## config.mk

```make
export PLATFORM = sky130hd
export DESIGN_NAME = output_preprocessor
export DESIGN_NICKNAME = d
export VERILOG_FILES = /design/src/rtl/opp_data_pkg.sv /design/src/rtl/opp_cfg_pkg.sv /design/src/rtl/opp_stage_if.sv /design/src/rtl/opp_cfg_if.sv /design/src/rtl/output_preprocessor.sv /design/src/rtl/opp_accum_stage.sv /design/src/rtl/opp_gain_stage.sv /design/src/rtl/opp_sequencer.sv /design/src/rtl/opp_cfg_regs.sv
export SDC_FILE = /design/constraint.sdc
export NUM_CORES = 1
export LEC_CHECK = 0
export BUFFER_PORTS_ARGS = -buffer_cell sky130_fd_sc_hd__buf_2
export CORE_AREA = 2 2 219 221
export CTS_BUF_LIST = sky130_fd_sc_hd__clkbuf_16
export CTS_CLUSTER_SIZE = 30
export DETAILED_ROUTE_END_ITERATION = 16
export DIE_AREA = 0 0 221 223
export PLACE_DENSITY = 0.5
export SLEW_MARGIN = 0
export SYNTH_ARGS = -nofsm -noshare
export SYNTH_HDL_FRONTEND = slang
export SYNTH_SLANG_ARGS = --single-unit
export TNS_END_PERCENT = 5
```

## constraint.sdc

```tcl
create_clock -name clk_in -period 23.8 [get_ports clk_in]
set_input_delay 1.19 -clock clk_in [delete_from_list [all_inputs] [get_ports clk_in]]
set_output_delay 1.19 -clock clk_in [all_outputs]
set_load 0.01 [all_outputs]
```

## src/rtl/opp_data_pkg.sv

```systemverilog
`default_nettype none

package opp_data_pkg;

	//////////////////////////////////////////////////
	// sample side definitions
	//////////////////////////////////////////////////

	localparam int mult_w = 8;	// unsigned gain width

	// one sample in flight, four phases
	typedef enum logic [1:0] {
		st_idle    = 2'd0,	// waiting for valid upstream data
		st_compute = 2'd1,	// datapath settling, comp_latency cycles
		st_send    = 2'd2,	// result presented downstream
		st_done    = 2'd3	// previous output latched
	} seq_state_e;

endpackage

`default_nettype wire

```

## src/rtl/opp_cfg_pkg.sv

```systemverilog
`default_nettype none

package opp_cfg_pkg;

	//////////////////////////////////////////////////
	// axi4-lite bus geometry
	//////////////////////////////////////////////////

	localparam int axi_addr_w = 5;	// byte address, 8 word slots
	localparam int axi_data_w = 32;	// full word data path

	//////////////////////////////////////////////////
	// register map
	//////////////////////////////////////////////////

	localparam logic [axi_addr_w-1:0] reg_out_max  = 5'h00;	// staged upper bound
	localparam logic [axi_addr_w-1:0] reg_out_min  = 5'h04;	// staged lower bound
	localparam logic [axi_addr_w-1:0] reg_out_init = 5'h08;	// staged restart value
	localparam logic [axi_addr_w-1:0] reg_mult     = 5'h0C;	// staged gain
	localparam logic [axi_addr_w-1:0] reg_apply    = 5'h10;	// write only, reads zero

	// response codes as seen on bresp / rresp
	typedef enum logic [1:0] {
		resp_okay   = 2'b00,	// normal access
		resp_slverr = 2'b10	// unmapped address
	} axi_resp_e;

endpackage

`default_nettype wire
```

## src/rtl/opp_stage_if.sv

```systemverilog
`default_nettype none

// sequencer strobes plus the data handed between stages
interface opp_stage_if #(
	parameter int w_out = 16	// output sample width
);

	logic                    capture;	// sample taken this edge
	logic                    commit;	// latch result as previous output
	logic signed [w_out-1:0] sample;	// width converted sample
	logic                    lock;		// lock flag taken with the sample
	logic signed [w_out-1:0] result;	// clamped output value

	modport ctrl (
		output capture, commit
	);

	modport gain (
		input  capture,
		output sample, lock
	);

	modport accum (
		input  commit, lock,
		output result
	);

endinterface

`default_nettype wire

```

## src/rtl/opp_cfg_if.sv

```systemverilog
`default_nettype none

// active configuration, register block to datapath
interface opp_cfg_if #(
	parameter int w_out = 16	// output sample width
);

	logic signed [w_out-1:0]              out_max;	// active upper bound
	logic signed [w_out-1:0]              out_min;	// active lower bound
	logic signed [w_out-1:0]              out_init;	// restart / unlocked value
	logic        [opp_data_pkg::mult_w-1:0] mult;	// active gain
	logic                                 apply;	// one cycle after apply write

	// register block side
	modport source (
		output out_max, out_min, out_init, mult, apply
	);

	// datapath stages
	modport sink (
		input out_max, out_min, out_init, mult, apply
	);

endinterface

`default_nettype wire

```

## src/rtl/output_preprocessor.sv

```systemverilog
`default_nettype none

module output_preprocessor #(
	parameter int w_in         = 18,
	parameter int w_out        = 16,
	parameter int comp_latency = 3,
	parameter int omax_init    = 9999,
	parameter int omin_init    = 1111,
	parameter int oinit_init   = 5000,
	parameter int mult_init    = 1
) (
	input  logic                                 clk_in,
	input  logic                                 reset_in,
	// upstream samples
	input  logic signed [w_in-1:0]               data_in,
	input  logic                                 data_valid_in,
	output logic                                 data_ready_out,
	input  logic                                 lock_en_in,
	// downstream, always accepted
	output logic signed [w_out-1:0]              data_out,
	output logic                                 data_valid_out,
	// axi4-lite configuration slave
	input  logic [opp_cfg_pkg::axi_addr_w-1:0]   s_axi_awaddr,
	input  logic                                 s_axi_awvalid,
	output logic                                 s_axi_awready,
	input  logic [opp_cfg_pkg::axi_data_w-1:0]   s_axi_wdata,
	input  logic [opp_cfg_pkg::axi_data_w/8-1:0] s_axi_wstrb,
	input  logic                                 s_axi_wvalid,
	output logic                                 s_axi_wready,
	output logic [1:0]                           s_axi_bresp,
	output logic                                 s_axi_bvalid,
	input  logic                                 s_axi_bready,
	input  logic [opp_cfg_pkg::axi_addr_w-1:0]   s_axi_araddr,
	input  logic                                 s_axi_arvalid,
	output logic                                 s_axi_arready,
	output logic [opp_cfg_pkg::axi_data_w-1:0]   s_axi_rdata,
	output logic [1:0]                           s_axi_rresp,
	output logic                                 s_axi_rvalid,
	input  logic                                 s_axi_rready
);

	opp_cfg_if   #(.w_out(w_out)) cfg_bus ();	// active configuration
	opp_stage_if #(.w_out(w_out)) stg_bus ();	// sequencer and stages

	logic signed [w_out-1:0] product;	// gain stage to accum stage

	opp_cfg_regs #(
		.w_out(w_out), .omax_init(omax_init), .omin_init(omin_init),
		.oinit_init(oinit_init), .mult_init(mult_init)
	) u_cfg_regs (
		.clk_in, .reset_in,
		.s_axi_awaddr, .s_axi_awvalid, .s_axi_awready,
		.s_axi_wdata, .s_axi_wstrb, .s_axi_wvalid, .s_axi_wready,
		.s_axi_bresp, .s_axi_bvalid, .s_axi_bready,
		.s_axi_araddr, .s_axi_arvalid, .s_axi_arready,
		.s_axi_rdata, .s_axi_rresp, .s_axi_rvalid, .s_axi_rready,
		.cfg(cfg_bus.source)
	);

	opp_sequencer #(.comp_latency(comp_latency)) u_sequencer (
		.clk_in, .reset_in, .data_valid_in, .data_ready_out, .data_valid_out,
		.stg(stg_bus.ctrl)
	);

	opp_gain_stage #(.w_in(w_in), .w_out(w_out)) u_gain_stage (
		.clk_in, .reset_in, .data_in, .lock_en_in, .product,
		.stg(stg_bus.gain), .cfg(cfg_bus.sink)
	);

	opp_accum_stage #(.w_out(w_out), .oinit_init(oinit_init)) u_accum_stage (
		.clk_in, .reset_in, .product,
		.stg(stg_bus.accum), .cfg(cfg_bus.sink)
	);

	assign data_out = stg_bus.result;	// valid while data_valid_out

endmodule

`default_nettype wire

```

## src/rtl/opp_accum_stage.sv

```systemverilog
`default_nettype none

module opp_accum_stage #(
	parameter int w_out      = 16,
	parameter int oinit_init = 5000	// previous output after reset
) (
	input  logic                    clk_in,
	input  logic                    reset_in,
	input  logic signed [w_out-1:0] product,
	opp_stage_if.accum              stg,
	opp_cfg_if.sink                 cfg
);

	localparam logic signed [w_out-1:0] out_hi = {1'b0, {(w_out-1){1'b1}}};
	localparam logic signed [w_out-1:0] out_lo = {1'b1, {(w_out-1){1'b0}}};

	logic signed [w_out-1:0] prev_q;	// last emitted output
	logic signed [w_out:0]   sum_full;	// one guard bit
	logic signed [w_out-1:0] sum_sat;
	logic signed [w_out-1:0] locked;	// after lock select
	logic signed [w_out-1:0] upper;	// after max clamp

	//////////////////////////////////////////////////
	// add, select, clamp
	//////////////////////////////////////////////////

	assign sum_full = (w_out+1)'(product) + (w_out+1)'(prev_q);

	always_comb begin
		if (sum_full[w_out] == sum_full[w_out-1])
			sum_sat = sum_full[w_out-1:0];
		else if (sum_full[w_out])
			sum_sat = out_lo;	// negative overflow
		else
			sum_sat = out_hi;
	end

	assign locked = stg.lock ? sum_sat : cfg.out_init;	// unlocked holds init
	assign upper  = (locked > cfg.out_max) ? cfg.out_max : locked;
	assign stg.result = (upper < cfg.out_min) ? cfg.out_min : upper;	// min has last word

	// previous output register
	always_ff @(posedge clk_in) begin
		if (reset_in)
			prev_q <= w_out'(oinit_init);
		else if (cfg.apply)
			prev_q <= cfg.out_init;	// restart from new init
		else if (stg.commit)
			prev_q <= stg.result;
	end

	// apply only expected while the sequencer is idle
	a_no_apply_commit: assert property (@(posedge clk_in) disable iff (reset_in)
		!(stg.commit && cfg.apply))
		else $warning("apply during commit, previous output takes init value");

endmodule

`default_nettype wire

```

## src/rtl/opp_gain_stage.sv

```systemverilog
`default_nettype none

module opp_gain_stage #(
	parameter int w_in  = 18,
	parameter int w_out = 16
) (
	input  logic                    clk_in,
	input  logic                    reset_in,
	input  logic signed [w_in-1:0]  data_in,
	input  logic                    lock_en_in,
	output logic signed [w_out-1:0] product,	// saturated sample * gain
	opp_stage_if.gain               stg,
	opp_cfg_if.sink                 cfg
);

	localparam int prod_w = w_out + opp_data_pkg::mult_w + 1;	// full precision, signed

	logic signed [w_out-1:0]  conv;	// width converted input
	logic signed [prod_w-1:0] sample_ext, mult_ext, prod_full;
	logic [opp_data_pkg::mult_w+1:0] prod_top;	// bits above the output msb
	logic                     in_range;

	// narrower output keeps the msbs, wider sign extends
	if (w_out < w_in) begin : g_trunc
		assign conv = data_in[w_in-1 -: w_out];
	end else begin : g_ext
		assign conv = w_out'(data_in);
	end

	always_ff @(posedge clk_in) begin
		if (reset_in) begin
			stg.sample <= '0;
			stg.lock   <= 1'b0;
		end else if (stg.capture) begin
			stg.sample <= conv;
			stg.lock   <= lock_en_in;	// taken on the same edge
		end
	end

	//////////////////////////////////////////////////
	// saturating multiply
	//////////////////////////////////////////////////

	assign sample_ext = prod_w'(stg.sample);
	assign mult_ext   = prod_w'({1'b0, cfg.mult});	// gain is unsigned
	assign prod_full  = sample_ext * mult_ext;
	assign prod_top   = prod_full[prod_w-1:w_out-1];
	assign in_range   = (&prod_top) || !(|prod_top);	// all sign copies agree

	always_comb begin
		if (in_range)
			product = prod_full[w_out-1:0];
		else if (prod_full[prod_w-1])
			product = {1'b1, {(w_out-1){1'b0}}};	// most negative
		else
			product = {1'b0, {(w_out-1){1'b1}}};	// most positive
	end

endmodule

`default_nettype wire

```

## src/rtl/opp_sequencer.sv

```systemverilog
`default_nettype none

module opp_sequencer #(
	parameter int comp_latency = 3	// cycles in st_compute, at least 1
) (
	input  logic         clk_in,
	input  logic         reset_in,
	input  logic         data_valid_in,
	output logic         data_ready_out,
	output logic         data_valid_out,
	opp_stage_if.ctrl    stg
);

	localparam int cnt_w = (comp_latency > 1) ? $clog2(comp_latency) : 1;
	localparam logic [cnt_w-1:0] cnt_last = cnt_w'(comp_latency - 1);

	//////////////////////////////////////////////////
	// state and intrastate counter
	//////////////////////////////////////////////////

	opp_data_pkg::seq_state_e state;
	logic [cnt_w-1:0]         cnt;	// cycles spent in st_compute

	assign stg.capture    = data_valid_in && (state == opp_data_pkg::st_idle);
	assign stg.commit     = (state == opp_data_pkg::st_done);
	assign data_ready_out = (state == opp_data_pkg::st_idle);
	assign data_valid_out = (state == opp_data_pkg::st_send);	// one cycle per sample

	always_ff @(posedge clk_in) begin
		if (reset_in) begin
			state <= opp_data_pkg::st_idle;
			cnt   <= '0;
		end else begin
			case (state)
				opp_data_pkg::st_idle: begin
					cnt <= '0;
					if (stg.capture)
						state <= opp_data_pkg::st_compute;	// sample taken this edge
				end
				opp_data_pkg::st_compute: begin
					if (cnt == cnt_last) begin
						cnt   <= '0;
						state <= opp_data_pkg::st_send;
					end else begin
						cnt <= cnt + 1'b1;
					end
				end
				opp_data_pkg::st_send: state <= opp_data_pkg::st_done;
				opp_data_pkg::st_done: state <= opp_data_pkg::st_idle;	// prev output loads here
				default:               state <= opp_data_pkg::st_idle;
			endcase
		end
	end

	//////////////////////////////////////////////////
	// checks
	//////////////////////////////////////////////////

	// capture only from idle, so never two in a row
	a_capture_idle: assert property (@(posedge clk_in) disable iff (reset_in)
		stg.capture |=> (state == opp_data_pkg::st_compute) && !stg.capture);

	// output strobe is a single cycle
	a_valid_pulse: assert property (@(posedge clk_in) disable iff (reset_in)
		data_valid_out |=> !data_valid_out);

endmodule

`default_nettype wire

```

## src/rtl/opp_cfg_regs.sv

```systemverilog
`default_nettype none

module opp_cfg_regs #(
	parameter int w_out     = 16,
	parameter int omax_init = 9999,
	parameter int omin_init = 1111,
	parameter int oinit_init = 5000,
	parameter int mult_init = 1
) (
	input  logic                                   clk_in,
	input  logic                                   reset_in,
	input  logic [opp_cfg_pkg::axi_addr_w-1:0]     s_axi_awaddr,
	input  logic                                   s_axi_awvalid,
	output logic                                   s_axi_awready,
	input  logic [opp_cfg_pkg::axi_data_w-1:0]     s_axi_wdata,
	input  logic [opp_cfg_pkg::axi_data_w/8-1:0]   s_axi_wstrb,	// full word writes only
	input  logic                                   s_axi_wvalid,
	output logic                                   s_axi_wready,
	output logic [1:0]                             s_axi_bresp,
	output logic                                   s_axi_bvalid,
	input  logic                                   s_axi_bready,
	input  logic [opp_cfg_pkg::axi_addr_w-1:0]     s_axi_araddr,
	input  logic                                   s_axi_arvalid,
	output logic                                   s_axi_arready,
	output logic [opp_cfg_pkg::axi_data_w-1:0]     s_axi_rdata,
	output logic [1:0]                             s_axi_rresp,
	output logic                                   s_axi_rvalid,
	input  logic                                   s_axi_rready,
	opp_cfg_if.source                              cfg
);

	localparam int dw = opp_cfg_pkg::axi_data_w;
	localparam int mw = opp_data_pkg::mult_w;

	//////////////////////////////////////////////////
	// staged and active copies
	//////////////////////////////////////////////////

	logic signed [w_out-1:0] stg_max, stg_min, stg_init;	// written over axi
	logic        [mw-1:0]    stg_mult;
	logic signed [w_out-1:0] act_max, act_min, act_init;	// used by datapath
	logic        [mw-1:0]    act_mult;
	logic                    apply_q;	// apply strobe

	logic                    awready_q;	// aw and w accepted together
	logic                    bvalid_q;
	opp_cfg_pkg::axi_resp_e  bresp_q;
	logic                    arready_q;
	logic                    rvalid_q;
	logic [dw-1:0]           rdata_q;
	opp_cfg_pkg::axi_resp_e  rresp_q;
	logic                    wr_fire, rd_fire;	// handshake edges

	assign wr_fire = awready_q && s_axi_awvalid && s_axi_wvalid;
	assign rd_fire = arready_q && s_axi_arvalid;

	// write channel, staged stores and apply
	always_ff @(posedge clk_in) begin
		if (reset_in) begin
			awready_q <= 1'b0;
			bvalid_q  <= 1'b0;
			bresp_q   <= opp_cfg_pkg::resp_okay;
			apply_q   <= 1'b0;
			stg_max   <= w_out'(omax_init);
			stg_min   <= w_out'(omin_init);
			stg_init  <= w_out'(oinit_init);
			stg_mult  <= mw'(mult_init);
			act_max   <= w_out'(omax_init);
			act_min   <= w_out'(omin_init);
			act_init  <= w_out'(oinit_init);
			act_mult  <= mw'(mult_init);
		end else begin
			apply_q   <= 1'b0;	// single cycle pulse
			awready_q <= s_axi_awvalid && s_axi_wvalid && !bvalid_q && !awready_q;
			if (bvalid_q && s_axi_bready)
				bvalid_q <= 1'b0;
			if (wr_fire) begin
				bvalid_q <= 1'b1;
				bresp_q  <= opp_cfg_pkg::resp_okay;
				case (s_axi_awaddr)
					opp_cfg_pkg::reg_out_max:  stg_max  <= s_axi_wdata[w_out-1:0];
					opp_cfg_pkg::reg_out_min:  stg_min  <= s_axi_wdata[w_out-1:0];
					opp_cfg_pkg::reg_out_init: stg_init <= s_axi_wdata[w_out-1:0];
					opp_cfg_pkg::reg_mult:     stg_mult <= s_axi_wdata[mw-1:0];
					opp_cfg_pkg::reg_apply: begin
						apply_q  <= 1'b1;	// accum reloads next edge
						act_max  <= stg_max;
						act_min  <= stg_min;
						act_init <= stg_init;
						act_mult <= stg_mult;
					end
					default: bresp_q <= opp_cfg_pkg::resp_slverr;	// nothing stored
				endcase
			end
		end
	end

	// read channel returns staged values
	always_ff @(posedge clk_in) begin
		if (reset_in) begin
			arready_q <= 1'b0;
			rvalid_q  <= 1'b0;
			rdata_q   <= '0;
			rresp_q   <= opp_cfg_pkg::resp_okay;
		end else begin
			arready_q <= s_axi_arvalid && !rvalid_q && !arready_q;
			if (rvalid_q && s_axi_rready)
				rvalid_q <= 1'b0;
			if (rd_fire) begin
				rvalid_q <= 1'b1;
				rresp_q  <= opp_cfg_pkg::resp_okay;
				case (s_axi_araddr)
					opp_cfg_pkg::reg_out_max:  rdata_q <= dw'(stg_max);	// sign extended
					opp_cfg_pkg::reg_out_min:  rdata_q <= dw'(stg_min);
					opp_cfg_pkg::reg_out_init: rdata_q <= dw'(stg_init);
					opp_cfg_pkg::reg_mult:     rdata_q <= dw'(stg_mult);
					opp_cfg_pkg::reg_apply:    rdata_q <= '0;
					default: begin
						rdata_q <= '0;
						rresp_q <= opp_cfg_pkg::resp_slverr;
					end
				endcase
			end
		end
	end

	assign s_axi_awready = awready_q;
	assign s_axi_wready  = awready_q;	// both channels taken at once
	assign s_axi_bvalid  = bvalid_q;
	assign s_axi_bresp   = bresp_q;
	assign s_axi_arready = arready_q;
	assign s_axi_rvalid  = rvalid_q;
	assign s_axi_rdata   = rdata_q;
	assign s_axi_rresp   = rresp_q;

	assign cfg.out_max  = act_max;
	assign cfg.out_min  = act_min;
	assign cfg.out_init = act_init;
	assign cfg.mult     = act_mult;
	assign cfg.apply    = apply_q;

	// write response held until the master takes it
	a_bvalid_hold: assert property (@(posedge clk_in) disable iff (reset_in)
		s_axi_bvalid && !s_axi_bready |=> s_axi_bvalid);

endmodule

`default_nettype wire

```

==> results of run 1 <==
-- where the power goes --
part           switching [mW]  total [mW]  internal [mW]  leakage [nW]
Combinational           0.649       0.998          0.349          5.41
Clock                   0.129       0.265          0.136         0.274
Sequential             0.0214       0.322          0.301          1.39
Total                   0.799        1.58          0.786          7.07
-- synthesized netlist by cell type (4+ instances only) --
| cell type | count | share of area (%) |
|---|---|---|
| xor2_1 | 12 | 0.75 |
| a211oi_1 | 15 | 0.81 |
| nor2_1 | 76 | 2.0 |
| fa_1 | 103 | 15 |
| nand3_1 | 45 | 1.6 |
| nand2b_1 | 7 | 0.31 |
| nor2b_1 | 8 | 0.36 |
| a211o_1 | 4 | 0.25 |
| inv_1 | 207 | 5.6 |
| and2_1 | 64 | 2.9 |
| buf_4 | 19 | 1.0 |
| o21bai_1 | 4 | 0.22 |
| nor4_1 | 6 | 0.27 |
| o211a_1 | 5 | 0.36 |
| a22oi_1 | 18 | 0.97 |
| and3_1 | 8 | 0.36 |
| o21ai_0 | 70 | 2.5 |
| a21o_1 | 18 | 0.97 |
| a31oi_1 | 11 | 0.49 |
| nand4_1 | 6 | 0.27 |
| a21oi_1 | 142 | 5.1 |
| mux2i_1 | 14 | 1.0 |
| nor3_1 | 10 | 0.36 |
| mux2_2 | 5 | 0.40 |
| clkbuf_1 | 81 | 2.2 |
| nand2_1 | 371 | 10 |
| buf_2 | 5 | 0.18 |
| o22ai_1 | 8 | 0.36 |
| ha_1 | 103 | 9.2 |
| dfxtp_1 | 172 | 25 |
| mux4_2 | 8 | 1.3 |
| xnor2_1 | 17 | 1.1 |
| a221o_2 | 5 | 0.40 |
| o21a_1 | 9 | 0.48 |
| o211ai_1 | 21 | 1.1 |
-- how the worst min path moves through the flow --
stage / from / to / slack [ns] / cells past startpoint
2_1_floorplan: u_cfg_regs.cfg.out_init[4] / u_cfg_regs.cfg.out_init[4] / 0.44 / 2
3_3_place_gp: u_cfg_regs.s_axi_arready / u_cfg_regs.s_axi_arready / 0.43 / 1
3_5_place_dp: u_cfg_regs.s_axi_arready / u_cfg_regs.s_axi_arready / 0.44 / 1
4_1_cts: u_cfg_regs.s_axi_arready / u_cfg_regs.s_axi_arready / 0.45 / 1
5_1_grt: u_cfg_regs.cfg.out_init[4] / u_cfg_regs.cfg.out_init[4] / 0.47 / 2
6_report: u_cfg_regs.s_axi_arready / u_cfg_regs.s_axi_arready / 0.45 / 1
-- worst max-delay path, delay by kind of cell (launching register included) --
family                   cells  cell delay, ns
AO/OA/AOI/OAI               22            6.53
XOR/XNOR                     2            0.55
flip-flops                   1            0.82
buffers and inverters        4            0.38
adder cells (fa/ha/maj)      9            4.06
AND/OR/NAND/NOR             11            2.56
multiplexers                 1            0.55
-- per-layer routing --
layer  GRT usage (%)  part of all wire (%)  vias up
li1                -                     -     5868
met1            22.2                    48     5777
met2            27.1                    47      240
met3            1.94                   3.2       37
met4            4.74                   2.0        0
met5               0                     0        -
-- area by class of cell --
| type | count | area share (%) |
|---|---|---|
| multi-input combinational | 1269 | 60.1 |
| timing repair buffer | 116 | 3.94 |
| clock buffer | 17 | 2.77 |
| clock inverter | 14 | 0.724 |
| tap | 615 | 5.00 |
| sequential | 172 | 22.4 |
| inverter | 209 | 5.10 |
-- flip-flops by register name (all words and copies together) (netlist names), 8 cells and up --
signal / cells
u_accum_stage.prev_q: 16
u_cfg_regs.cfg.out_init: 16
u_cfg_regs.cfg.out_max: 16
u_cfg_regs.cfg.out_min: 16
u_cfg_regs.s_axi_rdata: 16
u_cfg_regs.stg_init: 16
u_cfg_regs.stg_max: 16
u_cfg_regs.stg_min: 16
u_gain_stage.stg.sample: 16
u_cfg_regs.cfg.mult: 8
u_cfg_regs.stg_mult: 8
-- logic make-up (layout without fill, tap and decap cells) --
logic type / count (synthesis) / count (layout) / share of synthesized area [%]
buffers and inverters: 318 / 356 / 9.22
AND/OR/NAND/NOR: 623 / 623 / 19.8
other: 1 / 2 / 0.0269
multiplexers: 28 / 28 / 2.81
flip-flops: 172 / 172 / 24.7
AO/OA/AOI/OAI: 381 / 381 / 17.7
adder cells (fa/ha/maj): 206 / 206 / 24.0
XOR/XNOR: 29 / 29 / 1.82
==> run summary, run 1 <==
• run status: complete, no violations
• overall global routing resource usage: 16.3%
• count of hold-fix buffers inserted at cts: 0
• sequential share of the synthesized area: 24.7%
• unique cell type count in the Yosys netlist: 84
• root buffer selected by CTS: clkbuf_16
• drt drc: 0
• most instantiated flip-flop cell in the synthesis netlist: dfxtp_1
• post-place setup slack: 7.24 ns
• number of inserted diodes: 0
• post-layout worst setup margin: 6.68 ns
• critical path capture point type: output port
• Die ar.: 49300 um^2
• share of the core filled with cells in the final layout: 32.6%
• post-synthesis instance area: 14000 um^2
• Clock Latency Late Sink: 0.45 ns
• number of placement rows: 80
• HPWL reported at the end of detailed placement: 30.2 mm
• worst reg-to-reg path cell count: 49
• relative slew slack: 36.6%
• clock sink total: 172
• number of buffers inserted to repair setup after CTS: 0
• TritonCTS clock tree: yes
• max incr delay on CP: 0.82 ns
• count of TritonRoute iterations in the first routing pass: 5
• Core Region: 47100 um^2
• total number of yosys warnings: 0
• setup clock skew after layout: 0.0133 ns
• worst slew pin tran: 0.950 ns
• final WL: 39.7 mm
• total area of sequential cells: 3440 um^2
• worst min-delay path class: reg -> reg
• post-detailed-route count of antenna-violating nets: 0
• cells after synthesis: 1758
• number of global-route vias before repair: 11700
• first-pass GRT wire length: 64.0 mm
• Total Power Consumption: 1.58 mW
• maximum number of pins on one net before global-route repair: 81
• number of buffers created by CTS: 17
• Syn Area/Cell: 7.94 um^2
• cell with the largest stage delay on the worst path: dfxtp_1
• count of final hold-check violations: 0
• die width: 221 um
• Arrival @ worst endpoint: 15.93 ns
• Worst setup endpoint: data_out[4]
• height of the die: 223 um
• number of input and output port buffers inserted: 107
• cell area after layout: 15400 um^2
• placed cells: 2381
• number of flops mapped to enable cells by yosys: 0
• final standard cell count with taps included and fillers excluded: 2412
• DRC violation total after the first TritonRoute iteration: 668
• maximum level of the CTS H-tree: 4
• Max clock buf depth: 2
• Setup TNS Final: 0 ns
• Placement Cell Area: 14800 um^2
• worst setup path category: reg -> out
• post-CTS sizing: 0
• Via Count: 11900
• number of ports placed on the die boundary: 132
• power density normalized to cell area: 103 nW/um^2
• routed len/inst: 16.5 um
• hold slack final: 0.446 ns
• fraction of layout cells with a size suffix above 1: 10.4%
• multi-input gate area in the final layout: 9240 um^2
• Worst Path Max Fanout: 17
• Max IR drop VDD: 0.0000912 V
• final worst-path cycle share: 71.9%
• Initial Util: 29.6%
• leakage component of the power: 7.07 nW
• setup repair after global routing missed its margin: no
• async set-reset flop share out of synthesis: 0%
• total of fill cells in the finished design: 5045
• Setup-failing EPs final: 0
• Max Cap Viol: 0
• critical path data required time: 22.61 ns
• Critical Path Source: u_cfg_regs.cfg.mult[0]
• leading cell type in the layout, fill and taps excluded: nand2_1
• register bit total from synthesis: 172
• max-slew violation total from the final report: 0
• clock slew at reported path FFs: 0.07 ns
• Final min period: 17.12 ns
• end of the worst register-to-register path: u_accum_stage.prev_q[13]
• startpoint of the worst register-to-register path: u_cfg_regs.cfg.mult[0]
• area growth from synthesis to layout: 10.2%
• leftover overflow at the end of global routing: 0
• per-cell via count in the routed design: 4.94
• most frequent cells in the layout: 371 x nand2_1, 210 x inv_1, 172 x dfxtp_1
• reg2reg setup slack: 8.15 ns
• FMAX: 58.4 MHz
• routability congestion estimate: 0.888
• Final #Nets: 2064
• antenna violations before repair: 0
• startpoint class of the critical path: flip-flop
No activity file was read; power rests on OpenSTA's default activity.
==> run 2, diff against run 1 <==
Settings changed: PLACE_DENSITY 0.5 to 0.51.
Clock period 23.8 ns to 14.5 ns, I/O delays scaled along.
==> run summary, run 2 (synthesis gave the netlist of run 1 again) <==
• worst slew pin tran: 0.872 ns
• die width: 221 um
• worst min-delay path class: reg -> reg
• Core Region: 47100 um^2
• Final min period: 13.74 ns
• critical path data required time: 13.78 ns
• DRC violation total after the first TritonRoute iteration: 636
• Max IR drop VDD: 0.000190 V
• count of hold-fix buffers inserted at cts: 0
• Die ar.: 49300 um^2
• final worst-path cycle share: 94.8%
• most frequent cells in the layout: 371 x nand2_1, 207 x inv_1, 161 x dfxtp_1
• count of final hold-check violations: 0
• max-slew violation total from the final report: 0
• worst setup path category: reg -> out
• leading cell type in the layout, fill and taps excluded: nand2_1
• placed cells: 2450
• leftover overflow at the end of global routing: 0
• count of TritonRoute iterations in the first routing pass: 5
• TritonCTS clock tree: yes
• run status: complete, no violations
• area growth from synthesis to layout: 15.1%
• per-cell via count in the routed design: 4.90
• Arrival @ worst endpoint: 13.02 ns
• routability congestion estimate: 0.881
• share of the core filled with cells in the final layout: 34.1%
• number of buffers created by CTS: 17
• final WL: 41.1 mm
• setup repair after global routing missed its margin: no
• clock slew at reported path FFs: 0.07 ns
• power density normalized to cell area: 191 nW/um^2
• Max clock buf depth: 2
• fraction of layout cells with a size suffix above 1: 15.1%
• HPWL reported at the end of detailed placement: 31.9 mm
• setup clock skew after layout: 0.0113 ns
• first-pass GRT wire length: 65.5 mm
• overall global routing resource usage: 16.5%
• routed len/inst: 16.6 um
• final standard cell count with taps included and fillers excluded: 2482
• root buffer selected by CTS: clkbuf_16
• height of the die: 223 um
• leakage component of the power: 7.46 nW
• Hold Crit Depth: 1
• number of input and output port buffers inserted: 107
• Setup-failing EPs final: 0
• drt drc: 0
• Final #Nets: 2133
• clock sink total: 172
• worst reg-to-reg path cell count: 55
• cell with the largest stage delay on the worst path: fa_1
• FMAX: 72.8 MHz
• maximum number of pins on one net before global-route repair: 69
• max incr delay on CP: 0.58 ns
• post-detailed-route count of antenna-violating nets: 0
• hold slack final: 0.456 ns
• Setup TNS Final: 0 ns
• number of inserted diodes: 0
• Clock Latency Late Sink: 0.45 ns
• Via Count: 12200
• number of ports placed on the die boundary: 132
• antenna violations before repair: 1
• maximum level of the CTS H-tree: 4
• Initial Util: 29.6%
• relative slew slack: 41.3%
• Worst Path Max Fanout: 16
• number of global-route vias before repair: 11800
• number of placement rows: 80
• startpoint class of the critical path: flip-flop
• Max Cap Viol: 0
• critical path capture point type: output port
-- run 2: final timing paths --
path                            slack [ns]                     start                       end
worst max-delay path                  0.76    u_cfg_regs.cfg.mult[5]               data_out[1]
worst min-delay path                  0.46  u_cfg_regs.s_axi_arready  u_cfg_regs.s_axi_arready
worst max register to register        1.68    u_cfg_regs.cfg.mult[5]   u_accum_stage.prev_q[5]
worst min register to register        0.46  u_cfg_regs.s_axi_arready  u_cfg_regs.s_axi_arready
-- run 2: worst max-delay path, delay by kind of cell (launching register included) --
| family | cells | cell delay [ns] |
|---|---|---|
| multiplexers | 1 | 0.23 |
| AND/OR/NAND/NOR | 14 | 2.95 |
| AO/OA/AOI/OAI | 19 | 3.91 |
| XOR/XNOR | 2 | 0.40 |
| flip-flops | 1 | 0.46 |
| adder cells (fa/ha/maj) | 9 | 3.62 |
| buffers and inverters | 9 | 1.00 |
-- run 2: where the power goes --
group / switching [mW] / leakage [nW] / internal [mW] / total, mW
registers: 0.0320 / 1.40 / 0.493 / 0.526
logic: 1.16 / 5.77 / 0.916 / 2.07
clock network: 0.232 / 0.295 / 0.232 / 0.464
total: 1.42 / 7.46 / 1.64 / 3.06
-- run 2: area by class of cell --
class | count | area [um^2]
Fill cell | 4938 | 31100
Tap cell | 615 | 769
Inverter | 209 | 785
Multi-Input combinational cell | 1269 | 9310
Clock inverter | 15 | 170
Clock buffer | 17 | 425
Timing Repair Buffer | 185 | 1140
Sequential cell | 172 | 3470
-- run 2: stage by stage --
step	cell area, um^2	power [mW]	worst slack, ns
after floorplan	14000	1.65	1.69
after global placement	15400	2.57	0.251
after detailed placement	15400	2.58	0.218
after CTS	16000	3.06	0.110
after global routing	16100	3.26	0.0934
final	16100	3.06	0.759
-- run 2: repair_timing --
item | 4_1_cts | 5_1_grt
gates cloned | 0 | 0
endpoints found under the setup margin | 15 | 16
setup buffers | 0 | 0
gates resized for setup | 6 | 31
pin swaps | 0 | 5
-- run 2: layer usage --
metal  share of wire [%]  GRT usage (%)
met1                  49           23.3
met4                 2.0           5.09
met2                  45           26.5
met5               0.029              0
met3                 3.5           1.80
==> run 3, diff against run 2 <==
Settings changed: CORE_AREA 2 2 219 221 to 10 10 227 229, DIE_AREA 0 0 221 223 to 0 0 237 239.
==> run summary, run 3 (synthesis gave the netlist of run 1 again) <==
• leakage component of the power: 7.56 nW
• post-place setup slack: 0.555 ns
• combinational group share of total power: 67.8%
• final standard cell count with taps included and fillers excluded: 2503
• post-layout worst setup margin: 0.770 ns
• number of buffers inserted to repair setup after CTS: 0
• DRC violation total after the first TritonRoute iteration: 785
• number of placement rows: 80
• setup clock skew after layout: 0.0238 ns
• power density normalized to cell area: 190 nW/um^2
• clock sink total: 172
• Max IR drop VDD: 0.000217 V
• count of final hold-check violations: 0
• Final #Nets: 2153
• total internal power: 1.68 mW
• max-slew violation total from the final report: 0
• startpoint class of the critical path: flip-flop
• share of the core filled with cells in the final layout: 34.4%
• reg2reg setup slack: 1.62 ns
• run status: complete, no violations
• Die ar.: 56600 um^2
• routability congestion estimate: 0.876
• critical path capture point type: output port
• switching part of the total: 45.6%
• number of ports placed on the die boundary: 132
• final worst-path cycle share: 94.7%
• maximum number of pins on one net before global-route repair: 70
• worst min-delay path class: reg -> reg
• most frequent cells in the layout: 371 x nand2_1, 207 x inv_1, 166 x dfxtp_1
• number of input and output port buffers inserted: 107
• Setup-failing EPs final: 0
• crit-path leading delay family: compound AO/OA/AOI/OAI gates
• number of buffers created by CTS: 17
• Max clock buf depth: 2
• share of power burned in registers: 17.0%
• first-pass GRT wire length: 67.3 mm
• Max Cap Viol: 0
• critical path data required time: 13.78 ns
• post-detailed-route count of antenna-violating nets: 0
• leftover overflow at the end of global routing: 0
• Final min period: 13.73 ns
• post-CTS sizing: 0
• die width: 237 um
• placed cells: 2470
• Core Region: 47100 um^2
• part of the total power dissipated in the clock network: 15.2%
• height of the die: 239 um
• maximum level of the CTS H-tree: 4
• number of global-route vias before repair: 12200
• worst setup path category: reg -> out
• Initial Util: 29.6%
• relative slew slack: 17.5%
• Arrival @ worst endpoint: 13.00 ns
• area growth from synthesis to layout: 16.3%
• FMAX: 72.8 MHz
• HPWL reported at the end of detailed placement: 33.4 mm
• worst slew pin tran: 1.24 ns
• root buffer selected by CTS: clkbuf_16
• Via Count: 12300
• count of hold-fix buffers inserted at cts: 0
• Worst Path Max Fanout: 16
• routed len/inst: 17.1 um
• cell with the largest stage delay on the worst path: o41a_4
• per-cell via count in the routed design: 4.93
• Net Sw Power: 1.41 mW
• Clock Latency Late Sink: 0.46 ns
• drt drc: 0
• max incr delay on CP: 0.56 ns
• clock slew at reported path FFs: 0.07 ns
• leading cell type in the layout, fill and taps excluded: nand2_1
• count of TritonRoute iterations in the first routing pass: 5
• antenna violations before repair: 4
• buffers plus inverters on the worst setup path: 10
• fraction of layout cells with a size suffix above 1: 15.7%
• TritonCTS clock tree: yes
• Total Power Consumption: 3.09 mW
• final WL: 42.8 mm
• overall global routing resource usage: 14.8%
run 3: changes by cell type in the layout (fill, tap and decap cells not counted), moves of 2 or more:
cell      delta
buf_4       +18
dfxtp_2      -3
a21oi_1      -3
o21ai_0      -2
a21oi_2      +3
dfxtp_1      +5
dfxtp_4      -2
clkinv_2     -2
o21ai_1      +3
run 3: power by group through the flow:
stage | Sequential, mW | Clock (mW) | Combinational, mW
finish | 0.525 | 0.468 | 2.09
floorplan | 0.516 | 0 | 1.14
CTS | 0.525 | 0.479 | 2.07
global placement | 0.536 | 0 | 2.05
detailed placement | 0.536 | 0 | 2.06
global route | 0.529 | 0.497 | 2.28
run 3: metrics by stage:
step                      area, um^2  hold WS (ns)  TNS [ns]
after floorplan                14000         0.436         0
after global placement         15500         0.433         0
after detailed placement       15500         0.439         0
after CTS                      16100         0.457         0
after global routing           16200         0.480  -0.00248
final                          16200         0.453         0
run 3: area by class of cell:
type,instances,area (um^2)
Fill cell,5028,30900
Multi-Input combinational cell,1269,9310
Sequential cell,172,3460
Timing Repair Buffer,205,1300
Inverter,209,785
Tap cell,615,769
Clock buffer,17,425
Clock inverter,15,178
Antenna cell,1,2.50
run 3: final timing paths:
kind / start / endpoint / cells after the start
worst max-delay path: u_cfg_regs.cfg.mult[2] / data_out[1] / 55
worst min-delay path: u_cfg_regs.s_axi_rvalid / u_cfg_regs.s_axi_arready / 1
worst max register to register: u_cfg_regs.cfg.mult[2] / u_accum_stage.prev_q[14] / 56
worst min register to register: u_cfg_regs.s_axi_rvalid / u_cfg_regs.s_axi_arready / 1
run 3: metal layers:
metal  track usage, %  vias up  share of wire (%)
met5                0        -              0.047
met2             24.1      267                 46
li1                 -     6052                  -
met3             2.33       42                4.6
met4             4.09        4                1.8
met1             19.9     5973                 48
